===== src/boot_config.svh =====
`ifndef BOOT_CONFIG_SVH
`define BOOT_CONFIG_SVH

// Program RAM holds 2**10 words
`define BOOT_RAM_ADDR_BITS 10
// Frame buffer is 64 x 32 pixels
`define BOOT_FB_X_BITS 6
`define BOOT_FB_Y_BITS 5
// System clocks per SPI half period
`define BOOT_SPI_DIV 1
`define BOOT_REQ_GAP 16

`endif


===== src/bootPkg.sv =====
package bootPkg;

    // Loader sequence
    typedef enum logic [2:0] {
        stIdle,
        stReadSize,
        stWaitSize,
        stLoadWord,
        stRunning
    } loaderState;

    // Simplified card command set
    typedef enum logic [7:0] {
        opNone     = 8'h00,
        opReadWord = 8'h51
    } sdOpcode;

endpackage


===== src/memPkg.sv =====
package memPkg;

    typedef logic [31:0] memWord;

    // Bus address bit 31 picks the target memory
    typedef enum logic {
        regionRam,
        regionPixel
    } busRegion;

endpackage


===== src/busIfs.sv =====
`timescale 1ns/1ps
`include "boot_config.svh"

// Word read requests from loader to card reader
interface sdReadIf;
    import memPkg::*;

    logic readStrobe;
    memWord wordAddr;
    memWord readData;
    logic busy;
    logic done;

    modport master (output readStrobe, output wordAddr, input readData, input busy, input done);
    modport reader (input readStrobe, input wordAddr, output readData, output busy, output done);
endinterface



===== src/sdWordReader.sv =====
`timescale 1ns/1ps
`include "boot_config.svh"

module sdWordReader (
    input  logic    clk_25mhz,
    input  logic    reset,
    sdReadIf.reader sdPort,
    output logic    sdCs,
    output logic    sdSclk,
    output logic    sdMosi,
    input  logic    sdMiso
);
    import bootPkg::*;

    // 72 bits, two half periods each
    localparam int HalfPeriods = 144;
    localparam int DivBits = $clog2(`BOOT_SPI_DIV + 1);
    localparam logic [DivBits-1:0] DivLast = DivBits'(`BOOT_SPI_DIV - 1);

    logic [71:0] shiftReg;
    logic [71:0] loadWord;
    logic [7:0] halfCnt;
    logic [DivBits-1:0] divCnt;

    // Opcode, address, then room for the data bits shifted in
    assign loadWord = {opReadWord, sdPort.wordAddr, 32'h0};

    always_ff @(posedge clk_25mhz) begin
        if (reset) begin
            sdPort.busy <= 1'b0;
            sdPort.done <= 1'b0;
            sdCs <= 1'b1;
            sdSclk <= 1'b0;
            sdMosi <= 1'b1;
            halfCnt <= '0;
            divCnt <= '0;
        end else begin
            sdPort.done <= 1'b0;
            if (!sdPort.busy) begin
                if (sdPort.readStrobe) begin
                    sdPort.busy <= 1'b1;
                    sdCs <= 1'b0;
                    shiftReg <= loadWord;
                    sdMosi <= loadWord[71];
                    halfCnt <= '0;
                    divCnt <= '0;
                end
            end else if (halfCnt < 8'(HalfPeriods)) begin
                if (divCnt == DivLast) begin
                    divCnt <= '0;
                    halfCnt <= halfCnt + 1'b1;
                    if (!halfCnt[0]) begin
                        // Rising edge samples the card
                        sdSclk <= 1'b1;
                        shiftReg <= {shiftReg[70:0], sdMiso};
                    end else begin
                        sdSclk <= 1'b0;
                        sdMosi <= shiftReg[71];
                    end
                end else begin
                    divCnt <= divCnt + 1'b1;
                end
            end else if (halfCnt == 8'(HalfPeriods)) begin
                // Tail cycle, then release the card
                sdCs <= 1'b1;
                sdMosi <= 1'b1;
                sdPort.done <= 1'b1;
                sdPort.readData <= shiftReg[31:0];
                halfCnt <= halfCnt + 1'b1;
            end else begin
                sdPort.busy <= 1'b0;
            end
        end
    end

endmodule


===== src/flat_wrapper.sv =====
// flat-port wrapper written by rule: the top's interface ports become plain ports
module sdWordReader_flat import bootPkg::*;
  (clk_25mhz, reset, sdCs, sdSclk, sdMosi, sdMiso, sdPort_readStrobe, sdPort_wordAddr, sdPort_readData, sdPort_busy, sdPort_done);
  sdReadIf sdPort_i ();
  input  logic clk_25mhz;
  input  logic reset;
  output logic sdCs;
  output logic sdSclk;
  output logic sdMosi;
  input  logic sdMiso;
  input wire logic [$bits(sdPort_i.readStrobe)-1:0] sdPort_readStrobe;
  input wire logic [$bits(sdPort_i.wordAddr)-1:0] sdPort_wordAddr;
  output wire logic [$bits(sdPort_i.readData)-1:0] sdPort_readData;
  output wire logic [$bits(sdPort_i.busy)-1:0] sdPort_busy;
  output wire logic [$bits(sdPort_i.done)-1:0] sdPort_done;
  assign sdPort_i.readStrobe = sdPort_readStrobe;
  assign sdPort_i.wordAddr = sdPort_wordAddr;
  assign sdPort_readData = sdPort_i.readData;
  assign sdPort_busy = sdPort_i.busy;
  assign sdPort_done = sdPort_i.done;
  sdWordReader u_core (.clk_25mhz(clk_25mhz), .reset(reset), .sdPort(sdPort_i), .sdCs(sdCs), .sdSclk(sdSclk), .sdMosi(sdMosi), .sdMiso(sdMiso));
endmodule

===== config.mk =====
export PLATFORM = sky130hd
export DESIGN_NAME = sdWordReader_flat
export DESIGN_NICKNAME = d
export VERILOG_FILES = /design/src/bootPkg.sv /design/src/memPkg.sv /design/src/busIfs.sv /design/src/sdWordReader.sv /design/src/flat_wrapper.sv
export VERILOG_INCLUDE_DIRS = /design/src /design/src/src
export SDC_FILE = /design/constraint.sdc
export NUM_CORES = 1
export LEC_CHECK = 0
export BUFFER_PORTS_ARGS = -buffer_cell sky130_fd_sc_hd__buf_2
export CORE_UTILIZATION = 51
export DETAILED_ROUTE_END_ITERATION = 10
export PLACE_DENSITY_LB_ADDON = 0.12
export SETUP_SLACK_MARGIN = 0.1
export SYNTH_ARGS = -nofsm -noshare
export SYNTH_HDL_FRONTEND = slang
export SYNTH_SLANG_ARGS = --single-unit

===== constraint.sdc =====
create_clock -name clk_25mhz -period 6.2 [get_ports clk_25mhz]
set_input_delay 0.93 -clock clk_25mhz [delete_from_list [all_inputs] [get_ports clk_25mhz]]
set_output_delay 0.93 -clock clk_25mhz [all_outputs]
set_load 0.1 [all_outputs]

==> results.py <==
metrics = {
    "sta": {
        "period_minus_slack_ps": 2810,
        "hold_viol_final": 0,
        "worst_slew_margin_rel": 0.402,
        "tns_ps": 0,
        "worst_slew_pin_slew_ps": 897,
        "setup_slack_ps": 3390,
        "rsz0062_at_grt": "no",
        "final-setup-viol-count": 0,
        "fmax_mhz": 356,
        "fin_skew_ps": 5.10,
        "timing.final.crit_share": 0.453,
        "slew_violations": 0,
    },
    "logic_synthesis": {
        "synthArstFlopShare": 0,
        "synth_cell_types": 43,
        "seq_area_frac_synth": 0.753,
        "netlist_area_sq_um": 4490,
        "synth_nets": 310,
        "synth_seq_cells": 117,
        "netlist_instances": 272,
        "avgSynthCellArea_sq_um": 16.5,
        "synth_edf_count": 104,
        "ys_warn_count": 0,
        "synth_top_family_by_area": "simple AND/OR/NAND/NOR gates",
        "synth_compound_area_frac": 0.0295,
        "ys.flop_type": "edfxtp_1",
        "synth_xor_area_frac": 0.00195,
        "synthMuxAreaShare": 0.0824,
        "synthAdderAreaFrac": 0.00557,
        "synth-simple-area-share": 0.114,
    },
    "clock_tree": {
        "cts_setup_buffers": 0,
        "worstSkewPairLatency_ps": 500,
        "cts-buffers-inserted": 17,
        "cts_root_buffer": "clkbuf_8",
        "cts_resized": 0,
        "clockBufferDepth": 2,
        "clk_pin_slew_ps": 60,
        "tritoncts": "yes",
        "htree_levels": 4,
        "cts_sinks": 117,
        "ctsHoldBuffers": 0,
    },
    "floorplan": {
        "boundaryPins": 73,
        "die_area_sq_um": 9190,
        "fp.dieW_microns": 95.9,
        "dieHeight_microns": 95.9,
        "start_util": 0.536,
        "std_cell_rows": 33,
        "core_area_sq_um": 8380,
    },
    "worst_setup_path": {
        "crit_path_end_kind": "flop",
        "worst_ep_arrival_time_ps": 2940,
        "reg2reg_from": "u_core.sdPort.busy$_SDFF_PP0_",
        "cp_max_fo": 72,
        "worstSetupPathType": "flop to flop",
        "critPathLaunch": "u_core.sdPort.busy$_SDFF_PP0_",
        "crit_required_ps": 6330,
        "start_kind": "flop",
    },
    "worst_hold_path": {
        "hold_class": "flop to flop",
        "min_from": "u_core.shiftReg[13]$_SDFFCE_PN0P_",
    },
    "pwr": {
        "power_density_nw_per_um2": 356,
        "leakage_nw": 2.06,
        "ir_drop_uv": 226,
    },
    "global_route": {
        "antenna_found_initial": 0,
        "grt_max_degree": 73,
        "grt_pass1_vias": 2360,
        "overflow": 0,
        "track_usage": 0.170,
        "grt_pass1_wl_microns": 11200,
    },
    "final_layout": {
        "nets": 393,
        "area_growth_pct": 24.0,
        "final_cell_area_sq_um": 5570,
        "layout-drive-gt1-share": 0.361,
        "diodes": 0,
    },
    "drt": {
        "dr_total_vias": 2404,
        "drtAntennaViolNets": 0,
        "drtIter0Drc": 139,
        "drt-total-wl_microns": 6830,
        "drt-vias-per-instance": 5.08,
        "drt-wirelength-per-cell_microns": 14.4,
        "dr.pass1.iters": 4,
        "drc_errors": 0,
    },
    "flow_run": {
        "drv_cap": 0,
    },
    "place": {
        "port-buffer-count": 72,
        "hpwl_microns": 4230,
        "post-place-ws_ps": 3390,
        "gp_congestion": 0.825,
        "dpl-instance-area_sq_um": 4980,
    },
    "outcome": {
        "status": "finished clean",
    },
}
## flip-flops by register name, summed over array words and instances, names as in the netlist
name	flops
u_core.halfCnt	8
u_core.sdCs	1
u_core.sdMosi	1
u_core.sdPort.busy	1
u_core.sdPort.done	1
u_core.sdPort.readData	32
u_core.sdSclk	1
u_core.shiftReg	72
## final timing paths
| kind | end | cells past startpoint | slack [ps] |
|---|---|---|---|
| setup reg to reg | u_core.shiftReg[61]$_DFFE_PP_ | 5 | 3390 |
| hold reg to reg | u_core.sdPort.readData[13]$_DFFE_PP_ | 0 | 450 |
| setup / recovery | u_core.shiftReg[61]$_DFFE_PP_ | 5 | 3390 |
| hold / removal | u_core.sdPort.readData[13]$_DFFE_PP_ | 0 | 450 |
## kinds of logic after synthesis
family,count (synthesis)
mux,33
simple gates,85
fa+ha+maj,2
compound gates,19
xor+xnor,1
buf+inv,15
flops,117
## final cells by class
| cell class | instances | area [sq um] |
|---|---|---|
| flip-flops and latches | 117 | 3380 |
| fillers | 599 | 2810 |
| inverters | 4 | 15.0 |
| clock buffers | 17 | 414 |
| repair buffers | 75 | 383 |
| multi-input cells | 140 | 1070 |
| clock inverters | 15 | 179 |
| well taps | 105 | 131 |
## where the power goes
| part | switching (mW) | internal (mW) | leakage (nW) |
|---|---|---|---|
| Sequential | 0.0168 | 0.906 | 1.08 |
| Clock | 0.344 | 0.613 | 0.284 |
| Combinational | 0.0651 | 0.0407 | 0.693 |
## layout by cell type (no fill, tap or decap), types with 4 or more instances in the layout
cell / synthesis / final
nand2_1: 13 / 13
mux2_1: 12 / 12
nand2b_1: 5 / 5
buf_2: 5 / 72
a21oi_1: 6 / 5
inv_1: 4 / 4
nor2_1: 6 / 6
clkbuf_16: 0 / 16
nand3_1: 4 / 4
edfxtp_1: 104 / 104
clkinv_4: 0 / 4
mux2_2: 20 / 20
dfxtp_1: 13 / 12
and2_1: 38 / 38
## routing by layer
| metal | share of wire | track usage | vias up |
|---|---|---|---|
| met5 | 0 | 0 | - |
| met4 | 0.018 | 0.0970 | 0 |
| met3 | 0.059 | 0.0624 | 11 |
| met2 | 0.45 | 0.248 | 73 |
| met1 | 0.47 | 0.219 | 1132 |
| li1 | - | - | 1188 |
## metrics by stage
| stage | hold WS (ps) | instances | utilization | total power, mW |
|---|---|---|---|---|
| floorplan | 418 | 272 | - | 1.02 |
| global placement | 433 | 441 | 0.594 | 1.04 |
| detailed placement | 426 | 441 | 0.594 | 1.05 |
| CTS | 447 | 473 | 0.665 | 2.01 |
| global route | 459 | 473 | 0.665 | 2.05 |
| finish | 446 | 473 | 0.665 | 1.99 |
## critical path, cell delays in order (launching register included)
cell and delay [ps]:
dfxtp_2 520, buf_4 550, and2_2 330, nand2_1 120, a21oi_4 120, buf_4 660
## Yosys cell counts (2+ instances only)
cell,instances,area share
mux2_1,12,0.030
and2_1,38,0.053
dfxtp_1,13,0.058
nand2_1,13,0.011
buf_2,5,0.0056
clkbuf_1,6,0.0050
nor3_1,2,0.0022
nand3_1,4,0.0045
nand2b_1,5,0.0070
o21ai_1,2,0.0022
a21oi_1,6,0.0067
inv_1,4,0.0033
nand4_1,3,0.0042
nor2_1,6,0.0050
and3_1,2,0.0028
mux2_2,20,0.050
edfxtp_1,104,0.69
ha_1,2,0.0056
Note: power is estimated with default switching activity, not from simulation.
