## config.mk

```make
export PLATFORM = sky130hd
export DESIGN_NAME = memoryRouter_flat
export DESIGN_NICKNAME = d
export VERILOG_FILES = /design/src/memPkg.sv /design/src/busIfs.sv /design/src/memoryRouter.sv /design/src/flat_wrapper.sv
export VERILOG_INCLUDE_DIRS = /design/src /design/src/src
export SDC_FILE = /design/constraint.sdc
export NUM_CORES = 1
export LEC_CHECK = 0
export CAP_MARGIN = 20
export CELL_PAD_IN_SITES_DETAIL_PLACEMENT = 1
export CELL_PAD_IN_SITES_GLOBAL_PLACEMENT = 1
export CORE_AREA = 2 2 96 98
export CTS_BUF_LIST = sky130_fd_sc_hd__clkbuf_8
export DETAILED_ROUTE_END_ITERATION = 6
export DIE_AREA = 0 0 98 100
export DONT_BUFFER_PORTS = 1
export PLACE_DENSITY = 0.51
export REMOVE_ABC_BUFFERS = 1
export SLEW_MARGIN = 20
export SYNTH_ARGS = -nofsm -noshare
export SYNTH_HDL_FRONTEND = slang
export SYNTH_SLANG_ARGS = --single-unit
```

## constraint.sdc

```tcl
create_clock -name clk_25mhz -period 2 [get_ports clk_25mhz]
set_clock_uncertainty 0.2 [all_clocks]
set_input_delay 0.1 -clock clk_25mhz [delete_from_list [all_inputs] [get_ports clk_25mhz]]
set_output_delay 0.1 -clock clk_25mhz [all_outputs]
set_load 0.02 [all_outputs]
```

## src/boot_config.svh

```systemverilog
`ifndef BOOT_CONFIG_SVH
`define BOOT_CONFIG_SVH

// Program RAM holds 2**10 words
`define BOOT_RAM_ADDR_BITS 10
// Frame buffer is 64 x 32 pixels
`define BOOT_FB_X_BITS 6
`define BOOT_FB_Y_BITS 5
// System clocks per SPI half period
`define BOOT_SPI_DIV 1
`define BOOT_REQ_GAP 16

`endif

```

## src/memPkg.sv

```systemverilog
package memPkg;

    typedef logic [31:0] memWord;

    // Bus address bit 31 picks the target memory
    typedef enum logic {
        regionRam,
        regionPixel
    } busRegion;

endpackage

```

## src/busIfs.sv

```systemverilog
`timescale 1ns/1ps
`include "boot_config.svh"


// Program RAM port
interface memPortIf;
    import memPkg::*;

    logic writeEnable;
    logic readEnable;
    logic [`BOOT_RAM_ADDR_BITS-1:0] addr;
    memWord writeData;
    memWord readData;

    modport master (output writeEnable, output readEnable, output addr, output writeData,
                    input readData);
    modport memory (input writeEnable, input readEnable, input addr, input writeData,
                    output readData);
endinterface

// Frame buffer bus port
interface pixelWriteIf;
    logic writeEnable;
    logic readEnable;
    logic [`BOOT_FB_X_BITS-1:0] x;
    logic [`BOOT_FB_Y_BITS-1:0] y;
    logic [7:0] color;
    logic [7:0] readColor;

    modport master (output writeEnable, output readEnable, output x, output y, output color,
                    input readColor);
    modport memory (input writeEnable, input readEnable, input x, input y, input color,
                    output readColor);
endinterface

```

## src/memoryRouter.sv

```systemverilog
`timescale 1ns/1ps
`include "boot_config.svh"

module memoryRouter (
    input  logic                           clk_25mhz,
    input  logic                           reset,
    input  logic                           running,
    input  logic                           ramWrite,
    input  logic [`BOOT_RAM_ADDR_BITS-1:0] ramAddr,
    input  memPkg::memWord                 ramData,
    input  logic                           busWrite,
    input  logic                           busRead,
    input  memPkg::memWord                 busAddr,
    input  memPkg::memWord                 busWriteData,
    output memPkg::memWord                 busReadData,
    output logic                           busReadValid,
    memPortIf.master                       ramPort,
    pixelWriteIf.master                    pixelPort
);
    import memPkg::*;

    busRegion region;
    busRegion regionStage1;
    logic readStage1;

    assign region = busAddr[31] ? regionPixel : regionRam;

    // Loader owns the RAM until the system runs
    assign ramPort.writeEnable = running ? (busWrite && region == regionRam) : ramWrite;
    assign ramPort.readEnable = running && busRead && (region == regionRam);
    assign ramPort.addr = running ? busAddr[`BOOT_RAM_ADDR_BITS-1:0] : ramAddr;
    assign ramPort.writeData = running ? busWriteData : ramData;

    assign pixelPort.writeEnable = running && busWrite && (region == regionPixel);
    assign pixelPort.readEnable = running && busRead && (region == regionPixel);
    assign pixelPort.x = busAddr[16 +: `BOOT_FB_X_BITS];
    assign pixelPort.y = busAddr[24 +: `BOOT_FB_Y_BITS];
    assign pixelPort.color = busWriteData[7:0];

    always_ff @(posedge clk_25mhz) begin
        if (reset) begin
            readStage1 <= 1'b0;
            busReadValid <= 1'b0;
        end else begin
            readStage1 <= running && busRead;
            busReadValid <= readStage1;
        end
    end

    // Memory results are ready in stage 1
    always_ff @(posedge clk_25mhz) begin
        regionStage1 <= region;
        if (readStage1) begin
            busReadData <= (regionStage1 == regionRam) ? ramPort.readData
                                                       : {24'h0, pixelPort.readColor};
        end
    end

endmodule

```

## src/flat_wrapper.sv

```systemverilog
// flat-port wrapper written by rule: the top's interface ports become plain ports
module memoryRouter_flat import memPkg::*;
  (clk_25mhz, reset, running, ramWrite, ramAddr, ramData, busWrite, busRead, busAddr, busWriteData, busReadData, busReadValid, ramPort_writeEnable, ramPort_readEnable, ramPort_addr, ramPort_writeData, ramPort_readData, pixelPort_writeEnable, pixelPort_readEnable, pixelPort_x, pixelPort_y, pixelPort_color, pixelPort_readColor);
  memPortIf ramPort_i ();
  pixelWriteIf pixelPort_i ();
  input  logic clk_25mhz;
  input  logic reset;
  input  logic running;
  input  logic ramWrite;
  input  logic [`BOOT_RAM_ADDR_BITS-1:0] ramAddr;
  input  memPkg::memWord ramData;
  input  logic busWrite;
  input  logic busRead;
  input  memPkg::memWord busAddr;
  input  memPkg::memWord busWriteData;
  output memPkg::memWord busReadData;
  output logic busReadValid;
  output wire logic [$bits(ramPort_i.writeEnable)-1:0] ramPort_writeEnable;
  output wire logic [$bits(ramPort_i.readEnable)-1:0] ramPort_readEnable;
  output wire logic [$bits(ramPort_i.addr)-1:0] ramPort_addr;
  output wire logic [$bits(ramPort_i.writeData)-1:0] ramPort_writeData;
  input wire logic [$bits(ramPort_i.readData)-1:0] ramPort_readData;
  output wire logic [$bits(pixelPort_i.writeEnable)-1:0] pixelPort_writeEnable;
  output wire logic [$bits(pixelPort_i.readEnable)-1:0] pixelPort_readEnable;
  output wire logic [$bits(pixelPort_i.x)-1:0] pixelPort_x;
  output wire logic [$bits(pixelPort_i.y)-1:0] pixelPort_y;
  output wire logic [$bits(pixelPort_i.color)-1:0] pixelPort_color;
  input wire logic [$bits(pixelPort_i.readColor)-1:0] pixelPort_readColor;
  assign ramPort_writeEnable = ramPort_i.writeEnable;
  assign ramPort_readEnable = ramPort_i.readEnable;
  assign ramPort_addr = ramPort_i.addr;
  assign ramPort_writeData = ramPort_i.writeData;
  assign ramPort_i.readData = ramPort_readData;
  assign pixelPort_writeEnable = pixelPort_i.writeEnable;
  assign pixelPort_readEnable = pixelPort_i.readEnable;
  assign pixelPort_x = pixelPort_i.x;
  assign pixelPort_y = pixelPort_i.y;
  assign pixelPort_color = pixelPort_i.color;
  assign pixelPort_i.readColor = pixelPort_readColor;
  memoryRouter u_core (.clk_25mhz(clk_25mhz), .reset(reset), .running(running), .ramWrite(ramWrite), .ramAddr(ramAddr), .ramData(ramData), .busWrite(busWrite), .busRead(busRead), .busAddr(busAddr), .busWriteData(busWriteData), .busReadData(busReadData), .busReadValid(busReadValid), .ramPort(ramPort_i), .pixelPort(pixelPort_i));
endmodule
```

==> flow_metrics.tcl <==
set metrics [dict create \
    drt-total-wl_um 6670 \
    grt_setup_unrepaired "false" \
    finalCriticalPeriod_ns 1.48 \
    drc_errors 0 \
    power_frac_seq 0.476 \
    dieArea_mm2 0.00980 \
    clk_pin_slew_ns 0.07 \
    routabilityCongestion 0.748 \
    synth.distinct_cells 15 \
    firstDrtPassIters 4 \
    row_count 35 \
    ant_nets 0 \
    worst_slew_pin_slew_ns 0.475 \
    crit_chain "buf_4 > mux2_2" \
    p_sw_frac 0.242 \
    hp-class "primary input to primary output" \
    slowest_delay_ns 0.39 \
    num_vias 1280 \
    postSynthCellCount 145 \
    powerDensity_mw_per_mm2 698 \
    clock_power_share 0.332 \
    dp_hpwl_um 5280 \
    antenna_found_initial 1 \
    ctsResizeCount 0 \
    power.internal_mw 1.37 \
    yosysWarningCount 0 \
    cts_buffer_depth 2 \
    final_nets 323 \
    setup-violations-final 0 \
    grt_pass1_wl_um 9050 \
    combPwrFrac 0.192 \
    worst_r2r_startpoint "u_core.regionStage1$_DFF_P_" \
    ys_seq_elements 35 \
    cp-end-kind "flip-flop" \
    grt_usage 0.125 \
    worstPathMaxFanout 32 \
    min_from "busWriteData[5]" \
    startpoint_type "flip-flop" \
    insertion_delay_ns 0.28 \
    clock.fmax_mhz 677 \
    clock-sinks 35 \
    n_antenna_cell 0 \
    syn-cell-area_mm2 0.00209 \
    worstPathArrival_ns 1.31 \
    die_h_um 100 \
    drive_gt1_frac 0.343 \
    synth.largest_area_cell "edfxtp_1" \
    ir_worst_vdd_mv 0.308 \
    period_share 0.739 \
    synth_area_leaders "edfxtp_1 (46%), mux2_4 (18%), mux2_2 (13%)" \
    cts_max_level 2 \
    wire_per_inst_um 23.6 \
    root_buffer "clkbuf_8" \
    io_buffers 0 \
    crit_path_start "u_core.regionStage1$_DFF_P_" \
    p_sw_uw 436 \
    crit_required_ns 1.83 \
    fin_tns_setup_ns 0 \
    drt_iter0_markers 12 \
    synthToLayoutAreaGrowth_pct 23.7 \
    numCtsBuffers 5 \
    outcome "completed" \
    maxSlewViolCount 0 \
    p_leak_nw 0.975 \
    slew_headroom 0.688 \
    grt-ovfl-total 0 \
    grt_max_degree 48 \
    io_pins 250 \
    core_area_mm2 0.00889 \
    placed_area_mm2 0.00203 \
    slowest_stage "mux2_2" \
    ys_seq_area_frac 0.489 \
    cts_tree "done" \
    via_per_inst 4.52 \
    grt_pass1_vias 1381 \
    synth_top_area_share 0.460 \
    report.final.hold_viol_count 0 \
    fin_area_mm2 0.00258 \
    synth.avg_cell_area_um2 14.4 \
    path_class "flip-flop to flip-flop" \
    initial_core_util 0.235 \
    cap_violations 0 \
    fp.dieW_um 98 \
]
cell usage in the layout, fill, tap and decap left out:
cell | netlist | final
dlygate4sd3_1 | 0 | 44
edfxtp_1 | 32 | 32
mux2_4 | 25 | 25
mux2_2 | 25 | 25
nor2b_1 | 19 | 19
and2b_1 | 6 | 6
clkbuf_8 | 0 | 5
dfxtp_1 | 3 | 3
and3_1 | 2 | 2
nand2_1 | 2 | 2
nor2_1 | 2 | 2
buf_4 | 20 | 2
inv_1 | 1 | 1
o22ai_1 | 1 | 1
clkinv_2 | 0 | 1
bufinv_16 | 0 | 1
clkinv_1 | 0 | 1
what timing repair did:
action                                 4_1_cts  5_1_grt
setup buffers                                0        0
hold buffers                                44        0
endpoints found under the hold margin       35        0
critical path, delay by kind of cell (launching register included):
| family | cells | cell delay, ns |
|---|---|---|
| flip-flops | 1 | 0.31 |
| buffers and inverters | 1 | 0.32 |
| multiplexers | 1 | 0.39 |
metrics by stage:
stage | setup WS [ns] | instances | util | hold slack, ns | power (mW)
floorplan | 0.355 | 118 | - | -0.0723 | 1.12
global placement | 0.576 | 231 | 0.229 | -0.0719 | 1.15
detailed placement | 0.518 | 231 | 0.229 | -0.0718 | 1.16
CTS | 0.511 | 283 | 0.290 | 0.000137 | 1.84
global route | 0.464 | 283 | 0.290 | 0.0000272 | 1.87
finish | 0.522 | 283 | 0.290 | 0.00000913 | 1.80
registers in the layout, indices dropped and copies added, names as in the netlist:
register / cells
u_core.busReadData: 32
u_core.busReadValid: 1
u_core.readStage1: 1
u_core.regionStage1: 1
kinds of logic after synthesis:
logic type	Yosys count	synth area share
AO/OA/AOI/OAI	1	0.00300
buffers and inverters	28	0.101
flip-flops	35	0.489
multiplexers	50	0.315
AND/OR/NAND/NOR	31	0.0917
layout make-up:
type / instances / area (µm²)
clock buffers: 5 / 68.8
multi-input cells: 82 / 855
inverters: 1 / 3.75
flip-flops and latches: 35 / 1020
well taps: 111 / 139
repair buffers: 46 / 455
fillers: 958 / 6310
clock inverters: 3 / 38.8
cell usage after synthesis:
| master | count |
|---|---|
| and2b_1 | 6 |
| and3_1 | 2 |
| buf_2 | 1 |
| buf_4 | 20 |
| buf_6 | 4 |
| clkbuf_1 | 2 |
| dfxtp_1 | 3 |
| edfxtp_1 | 32 |
| inv_1 | 1 |
| mux2_2 | 25 |
| mux2_4 | 25 |
| nand2_1 | 2 |
| nor2_1 | 2 |
| nor2b_1 | 19 |
| o22ai_1 | 1 |
layer usage:
layer  up-vias  GRT usage  wire length, µm
met2       141      0.223             3540
met5         -     0.0462               60
met1       581      0.116             2020
li1        546          -                -
met3        10     0.0738              950
met4         2     0.0427               94
power groups by stage:
stage / sequential (mW) / combinational, mW / clock (mW)
after detailed placement: 0.875 / 0.284 / 0
after floorplan: 0.884 / 0.232 / 0
after global routing: 0.859 / 0.366 / 0.646
final: 0.858 / 0.346 / 0.599
after global placement: 0.873 / 0.275 / 0
after CTS: 0.858 / 0.353 / 0.624
worst paths after layout:
kind | endpoint | slack [ns] | cells after the start
worst max-delay path | u_core.busReadData[5]$_DFFE_PP_ | 0.52 | 2
worst min-delay path | pixelPort_color[5] | 0.000009 | 0
worst max register to register | u_core.busReadData[5]$_DFFE_PP_ | 0.52 | 2
worst min register to register | u_core.busReadData[1]$_DFFE_PP_ | 0.56 | 1
No activity file was read; power rests on OpenSTA's default activity.
