### config.mk
export PLATFORM = sky130hd
export DESIGN_NAME = bootLoader_flat
export DESIGN_NICKNAME = d
export VERILOG_FILES = /design/src/bootPkg.sv /design/src/memPkg.sv /design/src/busIfs.sv /design/src/bootLoader.sv /design/src/flat_wrapper.sv
export VERILOG_INCLUDE_DIRS = /design/src /design/src/src
export SDC_FILE = /design/constraint.sdc
export NUM_CORES = 1
export LEC_CHECK = 0
export ABC_AREA = 1
export BUFFER_PORTS_ARGS = -buffer_cell sky130_fd_sc_hd__buf_2
export CORE_ASPECT_RATIO = 1.2
export CORE_MARGIN = 2
export CORE_UTILIZATION = 23
export CTS_CLUSTER_DIAMETER = 80
export DETAILED_ROUTE_END_ITERATION = 7
export MAX_ROUTING_LAYER = met4
export PLACE_DENSITY = 0.45
export SETUP_SLACK_MARGIN = 0.02
export SLEW_MARGIN = 20
export SYNTH_ARGS = -nofsm -noshare
export SYNTH_HDL_FRONTEND = slang
export SYNTH_SLANG_ARGS = --single-unit
### constraint.sdc
create_clock -name clk_25mhz -period 5 [get_ports clk_25mhz]
set_input_delay 0.5 -clock clk_25mhz [delete_from_list [all_inputs] [get_ports clk_25mhz]]
set_output_delay 0.5 -clock clk_25mhz [all_outputs]
set_load 0.005 [all_outputs]
### src/boot_config.svh
`ifndef BOOT_CONFIG_SVH
`define BOOT_CONFIG_SVH

// Program RAM holds 2**10 words
`define BOOT_RAM_ADDR_BITS 10
// Frame buffer is 64 x 32 pixels
`define BOOT_FB_X_BITS 6
`define BOOT_FB_Y_BITS 5
// System clocks per SPI half period
`define BOOT_SPI_DIV 1
`define BOOT_REQ_GAP 16

`endif

### src/bootPkg.sv
package bootPkg;

    // Loader sequence
    typedef enum logic [2:0] {
        stIdle,
        stReadSize,
        stWaitSize,
        stLoadWord,
        stRunning
    } loaderState;

    // Simplified card command set
    typedef enum logic [7:0] {
        opNone     = 8'h00,
        opReadWord = 8'h51
    } sdOpcode;

endpackage

### src/memPkg.sv
package memPkg;

    typedef logic [31:0] memWord;

    // Bus address bit 31 picks the target memory
    typedef enum logic {
        regionRam,
        regionPixel
    } busRegion;

endpackage

### src/busIfs.sv
`timescale 1ns/1ps
`include "boot_config.svh"

// Word read requests from loader to card reader
interface sdReadIf;
    import memPkg::*;

    logic readStrobe;
    memWord wordAddr;
    memWord readData;
    logic busy;
    logic done;

    modport master (output readStrobe, output wordAddr, input readData, input busy, input done);
    modport reader (input readStrobe, input wordAddr, output readData, output busy, output done);
endinterface


### src/bootLoader.sv
`timescale 1ns/1ps
`include "boot_config.svh"

module bootLoader (
    input  logic                           clk_25mhz,
    input  logic                           reset,
    sdReadIf.master                        sdPort,
    output logic                           ramWrite,
    output logic [`BOOT_RAM_ADDR_BITS-1:0] ramAddr,
    output memPkg::memWord                 ramData,
    output logic                           running,
    output logic [7:0]                     led
);
    import bootPkg::*;

    localparam int CountBits = `BOOT_RAM_ADDR_BITS + 1;
    localparam logic [CountBits-1:0] RamDepth = CountBits'(2 ** `BOOT_RAM_ADDR_BITS);
    localparam int GapBits = $clog2(`BOOT_REQ_GAP + 1);
    localparam logic [GapBits-1:0] GapLast = GapBits'(`BOOT_REQ_GAP - 1);

    loaderState state;
    logic [CountBits-1:0] wordCount;
    // Card word index, one ahead of the RAM address
    logic [CountBits-1:0] wordIndex;
    logic [CountBits-1:0] prevIndex;
    logic [GapBits-1:0] gapCnt;
    logic gapActive;

    assign running = (state == stRunning);
    assign prevIndex = wordIndex - 1'b1;

    always_ff @(posedge clk_25mhz) begin
        if (reset) begin
            state <= stIdle;
            sdPort.readStrobe <= 1'b0;
            ramWrite <= 1'b0;
            led <= 8'h00;
            wordCount <= '0;
            wordIndex <= '0;
            gapCnt <= '0;
            gapActive <= 1'b0;
        end else begin
            sdPort.readStrobe <= 1'b0;
            ramWrite <= 1'b0;
            case (state)
                stIdle: state <= stReadSize;
                stReadSize: begin
                    if (!sdPort.busy) begin
                        sdPort.readStrobe <= 1'b1;
                        sdPort.wordAddr <= '0;
                        state <= stWaitSize;
                    end
                end
                stWaitSize: begin
                    if (sdPort.done) begin
                        wordIndex <= CountBits'(1);
                        // Clamp the count to the RAM depth
                        if (sdPort.readData > RamDepth) begin
                            wordCount <= RamDepth;
                        end else begin
                            wordCount <= sdPort.readData[CountBits-1:0];
                        end
                        if (sdPort.readData == '0) begin
                            state <= stRunning;
                            led <= 8'h00;
                        end else begin
                            state <= stLoadWord;
                            gapActive <= 1'b1;
                            gapCnt <= '0;
                        end
                    end
                end
                stLoadWord: begin
                    if (gapActive) begin
                        if (wordIndex > wordCount) begin
                            // Last word went to RAM in the previous cycle
                            state <= stRunning;
                            led <= 8'h00;
                            gapActive <= 1'b0;
                        end else if (gapCnt == GapLast) begin
                            if (!sdPort.busy) begin
                                sdPort.readStrobe <= 1'b1;
                                sdPort.wordAddr <= 32'(wordIndex);
                                gapActive <= 1'b0;
                            end
                        end else begin
                            gapCnt <= gapCnt + 1'b1;
                        end
                    end else if (sdPort.done) begin
                        ramWrite <= 1'b1;
                        ramAddr <= prevIndex[`BOOT_RAM_ADDR_BITS-1:0];
                        ramData <= sdPort.readData;
                        led <= sdPort.readData[7:0];
                        wordIndex <= wordIndex + 1'b1;
                        gapActive <= 1'b1;
                        gapCnt <= '0;
                    end
                end
                stRunning: state <= stRunning;
                default: state <= stIdle;
            endcase
        end
    end

endmodule

### src/flat_wrapper.sv
// flat-port wrapper written by rule: the top's interface ports become plain ports
module bootLoader_flat import bootPkg::*;
  (clk_25mhz, reset, ramWrite, ramAddr, ramData, running, led, sdPort_readStrobe, sdPort_wordAddr, sdPort_readData, sdPort_busy, sdPort_done);
  sdReadIf sdPort_i ();
  input  logic clk_25mhz;
  input  logic reset;
  output logic ramWrite;
  output logic [`BOOT_RAM_ADDR_BITS-1:0] ramAddr;
  output memPkg::memWord ramData;
  output logic running;
  output logic [7:0] led;
  output wire logic [$bits(sdPort_i.readStrobe)-1:0] sdPort_readStrobe;
  output wire logic [$bits(sdPort_i.wordAddr)-1:0] sdPort_wordAddr;
  input wire logic [$bits(sdPort_i.readData)-1:0] sdPort_readData;
  input wire logic [$bits(sdPort_i.busy)-1:0] sdPort_busy;
  input wire logic [$bits(sdPort_i.done)-1:0] sdPort_done;
  assign sdPort_readStrobe = sdPort_i.readStrobe;
  assign sdPort_wordAddr = sdPort_i.wordAddr;
  assign sdPort_i.readData = sdPort_readData;
  assign sdPort_i.busy = sdPort_busy;
  assign sdPort_i.done = sdPort_done;
  bootLoader u_core (.clk_25mhz(clk_25mhz), .reset(reset), .sdPort(sdPort_i), .ramWrite(ramWrite), .ramAddr(ramAddr), .ramData(ramData), .running(running), .led(led));
endmodule
==> reports/metrics.csv <==
stage,metric,value,unit
outcome,status,completed,
routing,vias after detailed routing,3342,
clock_network,Skew-Pair Late Insertion Delay,0.35,ns
timing,RSZ-0062 raised after global routing,false,
clock_network,CTS Sinks,94,
critical_path,reg2reg start,u_core.wordIndex[6]$_SDFFE_PP0P_,
global_route,largest net degree at the start of global routing,31,
clock_network,number of buffers created by CTS,9,
floorplan,IO Pins,121,
critical_path,type of the worst setup path,register to register,
global_route,GRT overflow,0,
synth,mux cell area share after synthesis,0,
timing,Final Slew Violations,0,
clock_network,Max clock buf depth,2,
floorplan,die area,19900,sq um
routing,Detail Route Antenna Nets,0,
critical_path,Setup crit start,u_core.wordIndex[6]$_SDFFE_PP0P_,
critical_path,Worst Path Required,4.98,ns
final_layout,share of cells above drive strength 1,0.255,
global_route,first-pass GRT wire length,16400,um
synth,share of the synthesized area in the top cell type,0.369,
floorplan,Starting Density,0.235,
clock_network,CTS Hold Bufs,0,
pwr,total power draw,2.11,mW
critical_path,R2R depth,10,
global_route,initial antenna violation count,0,
critical_path,Max stage delay on crit path,0.54,ns
final_layout,Post-layout nets,611,
synth,"Warnings, synthesis",0,
final_layout,Filler cells,1946,
critical_path,crit path capture,u_core.sdPort.wordAddr[6]$_SDFFCE_PN0P_,
placement,PortBufs,99,
floorplan,Die W,129,um
placement,DP HPWL,7760,um
timing,TNS Setup,0,ns
timing,Worst slew margin,0.596,
global_route,vias in the first global route,3256,
pwr,PD cells,396,nW/um^2
synth,largest family of logic cells by synthesized area,simple AND/OR/NAND/NOR gates,
routing,Iter 0 DRT Violations,189,
placement,RePlAce Congestion,0.767,
global_route,met3 usage,0.0233,
synth,most frequently used flop master after synthesis,edfxtp_1,
timing,Final period util,0.465,
critical_path,CP Cell Sequence,ha_1 > nand2_1 > inv_1 > nand2_1 > nand2_1 > nand2_1 > nand3_1 > nand2_1 > nand4_1 > a21oi_2,
synth,Synth area leaders,"edfxtp_1 37%, dfxtp_1 19%, nand2_1 6.2%, nor2_1 5.4%, ha_1 4.4%",
timing,f_max,0.430,GHz
pwr,Leakage,2.11,nW
clock_network,number of gates resized after CTS,0,
global_route,met2 usage,0.181,
routing,DR vias/cell,4.09,
synth,Simple-Gate Fraction of Synth Area,0.214,
synth,Netlist Area Pre-Place,4310,sq um
critical_path,FF-to-FF setup slack,2.67,ns
global_route,met1 usage,0.125,
synth,Mapped Cells,454,
synth,Yosys reg bits,94,
critical_path,Startpoint Class,register,
final_layout,Syn-to-layout area delta,23.7,%
floorplan,floorplan row count,54,
synth,xor and xnor area share after synthesis,0.0183,
synth,compound-gate portion of the synthesized area,0.0761,
routing,drc violations,0,
timing,Final setup viols,0,
placement,placed insts,801,
clock_network,Post-CTS Setup Bufs,0,
synth,Adder-Cell Fraction of Synth Area,0.0435,
timing,fin crit period,2.33,ns
synth,cell taking the most area after synthesis,edfxtp_1,
clock_network,CTS root buf,clkbuf_16,
synth,Unique masters post-synth,34,
floorplan,Core Box Area,18300,sq um
critical_path,crit path DAT,2.31,ns
timing,Worst Skew,0.00708,ns
synth,Post-synth EDFFs,53,
global_route,gr busiest metal,met2,
routing,drt first pass iters,4,
synth,register area share after synthesis,0.560,
global_route,gr usage total,0.109,
synth,fraction of registers with async set/reset,0,
floorplan,Die Span Y,154,um
pwr,VDD IR max,134,uV
clock_network,CTS tree,yes,
run,MaxCap Viol Count,0,
critical_path,CP max stage cell,a21oi_2,
critical_path,Crit. End Element,register,
clock_network,clock slew at reported path FFs,0.06,ns
synth,syn_area_per_cell,9.49,sq um
worst_hold_path,HP Class,primary input to register,
critical_path,most frequent CP cell,nand2_1,
timing,"Hold Violations, Final",0,
timing,Worst-Margin Slew,0.606,ns
routing,routed len/inst,12.3,um
final_layout,Layout Cells excl Fill,817,
critical_path,Crit Reg-Reg Endpoint,u_core.sdPort.wordAddr[6]$_SDFFCE_PN0P_,
clock_network,H-Tree Depth,3,
routing,Post-Route WL,10100,um
critical_path,CP Max Fanout,11,
final_layout,Antenna Cells,0,
## cell families (layout without fill, tap and decap cells)
group                      after synthesis  after routing
adders and majority gates               15             15
other                                    1             21
buffers and inverters                   75            166
DFF                                     94             94
AOI/OAI and AO/OA                       58             58
xor gates and xnor gates                 9              9
and+or+nand+nor                        202            202
## report_power, final
group,leakage (nW),internal (mW),total [mW],switching [mW]
logic,1.16,0.178,0.489,0.311
clock network,0.141,0.372,0.660,0.288
registers,0.813,0.906,0.962,0.0560
## synth_stat cells (3+ instances only)
library cell and instances:
clkbuf_1 3, nor2_4 4, nor2_1 62, nor2_2 3, o21ai_0 7, ha_1 15, buf_4 21, buf_2 3
nand2_1 71, edfxtp_1 53, dfxtp_1 41, xor2_1 9, inv_1 44, nor3_1 11, nand3_1 33, nand2_2 8
a21oi_1 34, o22ai_1 9
## layout by cell type, fill, tap and decap left out
master     Yosys  routed
nand3b_1       1       1
nor4_4         0       1
nor2_2         3       3
nor2_1        62      62
a211oi_1       1       1
nor2_8         1       1
dfxtp_1       41      41
buf_2          3      99
a211oi_4       1       1
nand3_1       33      33
nand4_1        2       2
clkinv_4       0       1
inv_4          2       3
ha_1          15      15
nor3_1        11      11
a21oi_1       34      33
clkbuf_4       0       1
a21oi_2        0       1
nand2_2        8       8
o22ai_1        9       9
edfxtp_1      53      53
xor2_1         9       9
inv_1         44      44
nand2_4        2       2
conb_1         1      21
o21ai_2        1       1
o21ai_0        7       7
or2_2          2       2
nor2_4         4       4
inv_2          1       1
a31oi_1        2       2
nand2_1       71      71
clkbuf_8       1       2
o211ai_1       1       1
clkbuf_16      0       9
buf_4         21       4
clkbuf_1       3       2
nor4_1         2       1
o21ai_1        2       2
## how the worst min path moves through the flow
stage / depth (start not counted) / end / startpoint
6_report: 1 / u_core.ramData[30]$_DFFE_PP_ / sdPort_readData[30]
5_1_grt: 1 / u_core.ramData[30]$_DFFE_PP_ / sdPort_readData[30]
4_1_cts: 1 / u_core.ramData[30]$_DFFE_PP_ / sdPort_readData[30]
3_5_place_dp: 2 / u_core.wordCount[0]$_SDFFE_PP0P_ / u_core.wordCount[0]$_SDFFE_PP0P_
3_3_place_gp: 2 / u_core.wordCount[0]$_SDFFE_PP0P_ / u_core.wordCount[0]$_SDFFE_PP0P_
2_1_floorplan: 2 / u_core.wordCount[0]$_SDFFE_PP0P_ / u_core.wordCount[0]$_SDFFE_PP0P_
## critical path, delay by kind of cell, from the launching register on
family	cells	cell delay [ns]
and+or+nand+nor	7	0.63
AOI/OAI and AO/OA	1	0.54
DFF	1	0.47
adders and majority gates	1	0.29
buffers and inverters	1	0.04
## metal layers
metal  vias up  routed length (um)  share of wire
li1       1684                   -              -
met1      1556                4400           0.44
met2        88                5010           0.50
met3        14                 487          0.048
met4         0                 193          0.019
met5         -                   0              0
## metrics by stage
stage,worst slack [ns],area (sq um),hold WS (ns),utilization
2_1_floorplan,1.47,4390,0.432,-
3_5_place_dp,2.33,5040,0.463,0.275
4_1_cts,2.32,5330,0.327,0.291
6_report,2.67,5330,0.343,0.291
5_1_grt,2.37,5330,0.330,0.291
3_3_place_gp,2.39,5040,0.455,0.275
## layout make-up
class	count	area (sq um)	area share
timing repair buffer	103	526	0.0986
clock buffer	14	268	0.0502
tap	252	315	0.0592
sequential	94	2410	0.453
multi-input combinational	305	1610	0.303
inverter	47	181	0.0340
clock inverter	2	15.0	0.00282
## flip-flops by register name, summed over array words and instances, names as in the netlist
name	cells
u_core.gapActive	1
u_core.gapCnt	5
u_core.ramAddr	10
u_core.sdPort.readStrobe	1
u_core.wordCount	11
u_core.sdPort.wordAddr	11
u_core.state	3
u_core.ramData	32
u_core.led	8
u_core.ramWrite	1
u_core.wordIndex	11
Note: power is estimated with default switching activity, not from simulation.
